### config.mk
export PLATFORM = sky130hd
export DESIGN_NAME = vcompress_unit
export DESIGN_NICKNAME = d
export VERILOG_FILES = /design/src/design/vcompress_pkg.sv /design/src/design/vcompress_elem_reader.sv /design/src/design/compress_offset_unit.sv /design/src/design/vcompress_writer.sv /design/src/design/vcompress_unit.sv
export SDC_FILE = /design/constraint.sdc
export NUM_CORES = 1
export LEC_CHECK = 0
export ABC_AREA = 1
export BUFFER_PORTS_ARGS = -buffer_cell sky130_fd_sc_hd__clkbuf_2
export CORE_MARGIN = 1
export CORE_UTILIZATION = 35
export DETAILED_ROUTE_END_ITERATION = 8
export RECOVER_POWER = 25
export SETUP_SLACK_MARGIN = 0.1
export SLEW_MARGIN = 20
export SYNTH_ARGS = -nofsm -noshare
export SYNTH_HDL_FRONTEND = slang
export SYNTH_SLANG_ARGS = --single-unit
### constraint.sdc
create_clock -name CLK -period 2.86 [get_ports CLK]
set_input_delay 0.143 -clock CLK [delete_from_list [all_inputs] [get_ports CLK]]
set_output_delay 0.143 -clock CLK [all_outputs]
set_load 0.1 [all_outputs]
### src/design/vcompress_pkg.sv
// vcompress package
// vector sizes, element and offset types, and the pair structs
// passed between reader, offset unit and writer

package vcompress_pkg;

  // vector geometry
  localparam int VLMAX  = 8;                  // max elements per vector
  localparam int ELEN   = 32;                 // element width in bits
  localparam int OFFW   = $clog2(VLMAX + 1);  // wide enough to hold VLMAX itself
  localparam int IDXW   = $clog2(VLMAX);      // element slot index
  localparam int NPAIRS = VLMAX / 2;          // two lanes per cycle
  localparam int PAIRW  = $clog2(NPAIRS);     // pair index width

  // one vector element
  typedef logic [ELEN-1:0] elem_t;

  // destination slot or element count
  typedef logic [OFFW-1:0] offset_t;

  // vector length, same width as an offset
  typedef logic [OFFW-1:0] vl_t;

  // whole vector, slot 0 at index 0
  typedef elem_t [VLMAX-1:0] vec_t;

  // one source pair as issued by the reader
  typedef struct packed {
    logic       ena;    // pair valid this cycle
    logic       done;   // last pair of the current pass
    logic [1:0] mask2;  // lane 0 in bit 0
    elem_t      elem0;  // lower element, index 2k
    elem_t      elem1;  // upper element, index 2k+1
  } src_pair_t;

  // write request for one pair, registered by the offset unit
  typedef struct packed {
    logic [1:0] wen;       // one enable per lane
    offset_t    woffset0;  // slot for lane 0
    offset_t    woffset1;  // slot for lane 1
  } wr_pair_t;

endpackage

### src/design/vcompress_elem_reader.sv
// vcompress element reader
// walks the source vector two elements per cycle, twice over,
// once per compress pass, and flags the last pair of each pass

`timescale 1ns/1ps

module vcompress_elem_reader
  import vcompress_pkg::*;
(
  input  logic             CLK,
  input  logic             nRST,
  input  logic             start,    // one-cycle pulse
  input  vl_t              vl,       // even, 2..VLMAX
  input  logic [VLMAX-1:0] mask,
  input  vec_t             src_vec,
  output logic             busy,
  output src_pair_t        rd_pair
);

  logic [PAIRW-1:0] pair_idx;   // pair k, elements 2k and 2k+1
  logic             lap;        // 0 = selected pass, 1 = unselected pass
  logic             tail;       // one drain cycle after the final pair
  logic [PAIRW:0]   last_idx;   // vl/2 - 1
  logic             last_pair;
  logic [IDXW-1:0]  lo_idx;
  logic [IDXW-1:0]  hi_idx;

  // vl is even so vl[0] is dropped
  assign last_idx  = vl[OFFW-1:1] - 1'b1;
  assign last_pair = ({1'b0, pair_idx} == last_idx);

  assign lo_idx = {pair_idx, 1'b0};
  assign hi_idx = {pair_idx, 1'b1};

  // pair issue straight from the stable source ports
  always_comb begin
    rd_pair.ena   = busy & ~tail;                  // no issue while draining
    rd_pair.done  = busy & ~tail & last_pair;
    rd_pair.mask2 = {mask[hi_idx], mask[lo_idx]};
    rd_pair.elem0 = src_vec[lo_idx];
    rd_pair.elem1 = src_vec[hi_idx];
  end

  // sequencing: idle -> lap 0 -> lap 1 -> tail -> idle
  always_ff @(posedge CLK, negedge nRST) begin
    if (!nRST) begin
      busy     <= 1'b0;
      tail     <= 1'b0;
      lap      <= 1'b0;
      pair_idx <= '0;
    end else if (!busy) begin
      busy     <= start;     // start only taken while idle
      tail     <= 1'b0;
      lap      <= 1'b0;
      pair_idx <= '0;
    end else if (tail) begin
      // writer retires the final pair this cycle
      busy <= 1'b0;
      tail <= 1'b0;
    end else if (last_pair) begin
      pair_idx <= '0;        // rewind for the next lap
      lap      <= ~lap;
      if (lap) begin
        tail <= 1'b1;        // second lap done
      end
    end else begin
      pair_idx <= pair_idx + 1'b1;
    end
  end

endmodule

### src/design/compress_offset_unit.sv
// compress offset unit
// turns each mask pair into two write enables and two destination
// slots; selected elements first, then unselected ones after them

`timescale 1ns/1ps

module compress_offset_unit
  import vcompress_pkg::*;
(
  input  logic      CLK,
  input  logic      nRST,
  input  src_pair_t rd_pair,
  output wr_pair_t  wr,
  output logic      pass      // low in pass 1, high in pass 2
);

  offset_t    run_off;     // next free destination slot
  logic [1:0] m_eff;       // effective mask for this pass
  offset_t    ones;        // popcount of m_eff
  offset_t    off0;
  offset_t    off1;
  logic       final_pair;  // last pair of pass 2

  // pass 2 picks up what pass 1 skipped
  assign m_eff = pass ? ~rd_pair.mask2 : rd_pair.mask2;

  assign ones = offset_t'(m_eff[0]) + offset_t'(m_eff[1]);

  // lane 1 lands after lane 0 only if lane 0 wrote
  assign off0 = run_off;
  assign off1 = run_off + offset_t'(m_eff[0]);

  assign final_pair = rd_pair.ena & rd_pair.done & pass;

  // registered write request, one cycle behind rd_pair
  always_ff @(posedge CLK, negedge nRST) begin
    if (!nRST) begin
      wr <= '0;
    end else if (rd_pair.ena) begin
      wr.wen      <= m_eff;
      wr.woffset0 <= off0;
      wr.woffset1 <= off1;
    end else begin
      wr.wen <= '0;          // offsets held, nothing enabled
    end
  end

  // running offset, carried from pass 1 into pass 2
  always_ff @(posedge CLK, negedge nRST) begin
    if (!nRST) begin
      run_off <= '0;
    end else if (final_pair) begin
      run_off <= '0;         // ready for the next operation
    end else if (rd_pair.ena) begin
      run_off <= run_off + ones;
    end
  end

  // pass bit flips at the end of each pass
  always_ff @(posedge CLK, negedge nRST) begin
    if (!nRST) begin
      pass <= 1'b0;
    end else if (rd_pair.ena && rd_pair.done) begin
      pass <= ~pass;         // back to 0 after pass 2
    end
  end

endmodule

### src/design/vcompress_writer.sv
// vcompress writer
// holds each element pair for one cycle so it meets its write request,
// writes enabled lanes into the destination vector, pulses done at the end

`timescale 1ns/1ps

module vcompress_writer
  import vcompress_pkg::*;
(
  input  logic      CLK,
  input  logic      nRST,
  input  logic      start,
  input  src_pair_t rd_pair,
  input  wr_pair_t  wr,
  input  logic      pass,
  output vec_t      dst_vec,
  output logic      done
);

  elem_t elem0_q;   // lane 0 data, aligned with wr
  elem_t elem1_q;   // lane 1 data
  logic  fin_q;     // wr this cycle is the final pair
  logic  active;    // operation in flight
  logic  accept;    // start taken this cycle

  // same acceptance window as the reader busy
  assign accept = start & ~active;

  // element pair delay, data only
  always_ff @(posedge CLK) begin
    if (rd_pair.ena) begin
      elem0_q <= rd_pair.elem0;
      elem1_q <= rd_pair.elem1;
    end
  end

  // control: final-pair flag, done pulse, in-flight level
  always_ff @(posedge CLK, negedge nRST) begin
    if (!nRST) begin
      fin_q  <= 1'b0;
      done   <= 1'b0;
      active <= 1'b0;
    end else begin
      // pass is already high for every pass-2 pair
      fin_q <= rd_pair.ena & rd_pair.done & pass;
      done  <= fin_q;        // one cycle after the last write
      if (accept) begin
        active <= 1'b1;
      end else if (fin_q) begin
        active <= 1'b0;
      end
    end
  end

  // destination array, cleared on each accepted start
  always_ff @(posedge CLK, negedge nRST) begin
    if (!nRST) begin
      dst_vec <= '0;
    end else if (accept) begin
      dst_vec <= '0;         // slots >= vl stay zero
    end else begin
      // enabled lanes never share a slot
      if (wr.wen[0]) begin
        dst_vec[wr.woffset0[IDXW-1:0]] <= elem0_q;
      end
      if (wr.wen[1]) begin
        dst_vec[wr.woffset1[IDXW-1:0]] <= elem1_q;
      end
    end
  end

endmodule

### src/design/vcompress_unit.sv
// vcompress unit
// two-lane vector compress: selected elements packed from slot 0,
// unselected ones after them, zeros from vl upward

`timescale 1ns/1ps

module vcompress_unit
  import vcompress_pkg::*;
(
  input  logic             CLK,
  input  logic             nRST,
  input  logic             start,    // one-cycle pulse
  input  vl_t              vl,       // even, held until done
  input  logic [VLMAX-1:0] mask,     // held until done
  input  vec_t             src_vec,  // held until done
  output logic             busy,
  output logic             done,     // one-cycle pulse
  output vec_t             dst_vec   // valid from done until next start
);

  src_pair_t rd_pair;   // reader -> offset unit, writer
  wr_pair_t  wr;        // offset unit -> writer
  logic      pass;      // pass 2 flag for the writer

  // source side, pair issue over two laps
  vcompress_elem_reader u_reader (
    .CLK     (CLK),
    .nRST    (nRST),
    .start   (start),
    .vl      (vl),
    .mask    (mask),
    .src_vec (src_vec),
    .busy    (busy),
    .rd_pair (rd_pair)
  );

  // enables and slots per pair
  compress_offset_unit u_offset (
    .CLK     (CLK),
    .nRST    (nRST),
    .rd_pair (rd_pair),
    .wr      (wr),
    .pass    (pass)
  );

  // destination side
  vcompress_writer u_writer (
    .CLK     (CLK),
    .nRST    (nRST),
    .start   (start),
    .rd_pair (rd_pair),
    .wr      (wr),
    .pass    (pass),
    .dst_vec (dst_vec),
    .done    (done)
  );

endmodule

# [Yosys cells after proc, flatten, opt, wreduce, memory -nomap -nowiden]
# Index checks and enable logic that the tools add are counted.
[op_classes] n_mul=0 shift=0 eq_ne=3 n_bitwise=10 reduce_logical=6 muxes=36 n_div=0 order_cmp=6 n_addsub=5
[ops] operator="$mux W256" n=4
[ops] operator="$bwmux W256" n=2
[ops] operator="$demux W32 S3" n=2
[ops] operator="$bmux W32 S2" n=2
[ops] operator="$mux W32" n=4
[ops] operator="$lt A3 B4 Y1 const B" n=4
[ops] operator="$mux W1" n=13
[ops] operator="$mux W2" n=5
[ops] operator="$mux W4" n=2
[ops] operator="$ge A3 B1 Y1 const B" n=2
[ops] operator="$and A1 B1 Y1" n=5
[ops] operator="$add A4 B2 Y4" n=1
[ops] operator="$bmux W1 S2" n=2
[ops] operator="$ne A2 B2 Y1 const B" n=2
[ops] operator="$not A1 Y1" n=4
[ops] operator="$reduce_bool A2 Y1" n=2
[ops] operator="$add A3 B1 Y3" n=1
[ops] operator="$eq A2 B3 Y1" n=1
[ops] operator="$logic_and A1 B1 Y1" n=3
[ops] operator="$sub A3 B1 Y3 const B" n=1
[ops] operator="$add A1 B1 Y2" n=1
[ops] operator="$add A2 B1 Y2 const B" n=1
[ops] operator="$not A2 Y2" n=1
[ops] operator="$reduce_and A2 Y1" n=1
[totals] wordCells=88 latchBits=0 memories=0 rom_bits=0 regBits=341 ram_bits=0

# [Depth between registers and ports, before layout]
[depth] depth_word=10 depth_mapped=13 mapped_depth_nobuf=12

# [By module]
# From an unflattened synthesis, not the netlist that was laid out.
[hier_totals] hier_cells=3009 area_unflattened_um2=20455.9
[by_module_without_submodules] module="vcompress_writer" cells_per_inst=2515 area_per_inst_um2=17568.1 n_inst=1
[by_module_without_submodules] module="vcompress_elem_reader" cells_per_inst=413 area_per_inst_um2=2145.8 n_inst=1
[by_module_without_submodules] module="compress_offset_unit" cells_per_inst=81 area_per_inst_um2=742.0 n_inst=1

# [Worst setup path before layout]
# Ideal clock, no wire load.
[synth_timing] path_kind="register to register" from="reg u_reader.busy" to="reg u_offset.run_off[2] (netlist: u_offset.off0[2])" path_buffers=1 setup_ns=0.118 t_arrival_ns=3.647 stages_incl_launch_ff=7 t_required_ns=2.742 setup_slack_ns=-0.905 path_cell_list="dfrtp_1 -> inv_1 -> nor2_1 -> clkbuf_1 -> nand3_1 -> nand3_1 -> inv_1"
[synth_rtl] element="start: declaration" line="vcompress_elem_reader.sv:16" rtl="output logic busy,"
[synth_rtl] element="start signal: assignment" line="vcompress_elem_reader.sv:52" rtl="busy <= start;"
[synth_rtl] element="end signal: assignment" line="compress_offset_unit.sv:55" rtl="run_off <= run_off + ones;"
[synth_rtl] element="end: declaration" line="compress_offset_unit.sv:17" rtl="offset_t run_off;"

==> results.toml <==
[status]
status = "finished with violations"
failed_checks = "capacitance limit, slew limit"

[timing]
slew_headroom_pct = -5.91
grt_setup_unrepaired = "no"
fmax_ghz = 0.395
hold_viol_final = 0
finalCritPeriodShare_pct = 88.5
setup_tns_ns = 0
worstMarginPinSlew_ns = 1.59
finalCriticalPeriod_ns = 2.53
fin_skew_ns = 0.0183
setup_viol = 0
finalMaxSlewViolations = 102

[clocking]
cts_inserted_buffers = 41
cts_tree = "yes"
ctsResizeCount = 0
clock_tree.buffer_depth = 3
cts_setup_buffers = 0
htreeDepth = 2
clock-sinks = 340
clock-root-buffer = "clkbuf_16"
clock_latency_ns = 0.56
cts.clk_slew.worst_paths_ns = 0.06

[global_routing]
grt_max_degree = 102
grt_pass1_wl_um = 106000
grt_overflow = 0
grt_pass1_vias = 17200
antenna_found_initial = 1
grt_usage_pct = 26.0

[setup_path]
reg2reg_slack_ns = 0.33
cp-startpoint = "u_reader.pair_idx[0]$_DFFE_PN0P_"
crit_arrival_ns = 2.95
crit_end = "u_writer.elem1_q[24]$_DFFE_PP_"
endpoint_kind = "register"
timing.critical_path.fanout_max = 75
r2r-start = "u_reader.pair_idx[0]$_DFFE_PN0P_"
rr_worst_depth = 5
cp-start-kind = "register"
r2r-end = "u_writer.elem1_q[24]$_DFFE_PP_"
cp.required_ns = 3.28
path_class = "register to register"

[yosys]
yosysSeqAreaShare_pct = 47.8
yosysMostFrequentCell = "o21ai_0"
yosys-top-cells-area = "dfrtp_1 37%, o21ai_0 13%, edfxtp_1 10%"
synth_edf_count = 64
syn_area_per_cell_sq_um = 7.86
syn_area_sq_mm = 0.0185
syn-num-nets = 2628
ys_ff_latch = 340
ys_async_sr_fraction_pct = 81.2
yosysWarnings = 0
syn_inst = 2352
synth.top_cells.by_count = "477 x o21ai_0, 380 x inv_1, 278 x nand2_1, 276 x dfrtp_1, 192 x o21bai_1"
ys_types = 28
synth_largest_area_cell = "dfrtp_1"
synth_top_area_share_pct = 37.4
synthFlopType = "dfrtp_1"

[routing]
vias = 18400
wl_per_cell_um = 20.0
wirelength_um = 71500
drt-pass1-iter-count = 5
detail_route.iter0.violations = 1581
drc = 0
ant_nets = 0
vias_per_cell = 5.13

[flow_run]
maxCapViolCount = 1

[floorplan]
fp-row-count = 83
io-pin-count = 529
core_area_sq_mm = 0.0517
die_area_sq_mm = 0.0537
start_util_pct = 35.7
die_w_um = 232
fp.dieH_um = 232

[place]
portBuffers = 527
gp_congestion = 0.931
dp_hpwl_um = 51200

[worst_hold_path]
hold_path_class = "input port to register"

[final_layout]
fin_nets = 3145
syn2layout_area_growth_pct = 27.7
drive_above_1_share_pct = 22.3
## how the worst min path moves through the flow
stage                  from                              end  slack, ns  depth (start not counted)
6_report        src_vec[28]   u_writer.elem0_q[28]$_DFFE_PP_       0.04                          3
5_1_grt         src_vec[62]   u_writer.elem1_q[30]$_DFFE_PP_       0.02                          3
4_1_cts        src_vec[214]   u_writer.elem0_q[22]$_DFFE_PP_      0.002                          3
3_5_place_dp           nRST  u_writer.dst_vec[103]$_DFF_PN0_       0.26                          1
3_3_place_gp           nRST  u_writer.dst_vec[103]$_DFF_PN0_       0.25                          1
2_1_floorplan          nRST     u_offset.off0[0]$_DFFE_PN0P_      -0.15                          0
## state kept, by name, indices dropped and copies added (netlist names)
signal and flops:
u_reader.tail 1, u_reader.busy 1, u_writer.elem0_q 32, u_writer.elem1_q 32, u_reader.lap 1, u_reader.pair_idx 2, u_writer.dst_vec 256, u_writer.fin_q 1
u_offset.wr 8, u_writer.active 1, u_offset.off0 3, u_offset.pass 1, u_writer.done 1
## per-stage QoR
| stage | setup WS, ns | area (sq um) | instances | utilization, % | hold WS, ns |
|---|---|---|---|---|---|
| after CTS | 0.358 | 23600 | 3577 | 45.7 | 0.00218 |
| after detailed placement | 0.653 | 21600 | 3427 | 41.8 | 0.259 |
| final | 0.328 | 23600 | 3582 | 45.6 | 0.0377 |
| after global routing | 0.195 | 23600 | 3578 | 45.6 | 0.0179 |
| after global placement | 0.646 | 21600 | 3427 | 41.8 | 0.246 |
| after floorplan | 0.139 | 18500 | 2352 | - | -0.153 |
## worst max-delay path, cell delays in order (launching register included)
cell	delay [ns]
dfrtp_4	0.63
inv_4	0.17
buf_4	0.55
o21ai_0	0.24
o22ai_1	0.18
dlygate4sd3_1	0.57
## routing by layer
metal	vias to the layer above	global-route usage, %	wire length, um	part of all wire [%]
li1	8747	-	-	-
met4	0	8.82	2340	3.3
met5	-	0	0	0
met1	8741	36.5	31300	44
met2	780	40.7	32600	46
met3	122	4.03	5320	7.4
## layout make-up
cell class / instances / area [sq um]
Fill cell: 5171 / 28100
Sequential cell: 340 / 8830
Multi-Input combinational cell: 1456 / 7440
Timing Repair Buffer: 643 / 3760
Inverter: 387 / 1460
Clock buffer: 55 / 1120
Tap cell: 680 / 851
Clock inverter: 16 / 126
Antenna cell: 5 / 12.5
## what timing repair did
action                                  4_1_cts  5_1_grt
endpoints found under the hold margin       138        0
hold buffers                                 79        0
endpoints found under the setup margin        0        0
## layout by cell type, fill, tap and decap left out
master / Yosys / layout
dfrtp_2: 0 / 1
nor2_4: 3 / 5
nand4_1: 3 / 3
ha_1: 4 / 4
nand3_1: 9 / 9
dlygate4sd3_1: 0 / 79
inv_2: 7 / 7
inv_1: 380 / 378
nand2_1: 278 / 278
bufinv_16: 0 / 2
inv_6: 0 / 1
nor2_2: 3 / 1
dfrtp_4: 0 / 1
clkbuf_2: 5 / 529
clkbuf_16: 0 / 41
fa_1: 1 / 1
clkbuf_8: 0 / 4
nand2_4: 4 / 4
buf_4: 1 / 26
dfrtp_1: 276 / 274
xor2_1: 3 / 3
o21ai_1: 169 / 169
clkinv_2: 0 / 8
clkinv_1: 0 / 5
nand2_2: 5 / 5
nor2_8: 1 / 1
nor2_1: 171 / 171
clkinvlp_4: 0 / 1
edfxtp_1: 64 / 64
o21ai_0: 477 / 477
diode_2: 0 / 5
inv_4: 0 / 1
clkbuf_1: 101 / 12
o21bai_1: 192 / 192
buf_12: 0 / 5
xnor2_1: 3 / 3
a21oi_1: 66 / 66
clkbuf_4: 0 / 2
o22ai_1: 64 / 64
## logic make-up after synthesis
group / after synthesis / share of synthesized area [%]
flops: 340 / 47.8
buf+inv: 556 / 12.0
simple gates: 477 / 10.3
compound gates: 968 / 29.3
fa+ha+maj: 5 / 0.379
xor+xnor: 6 / 0.284
Power is not shown: default switching activity piles up to over one toggle a cycle in this logic, so the estimate is an artifact.
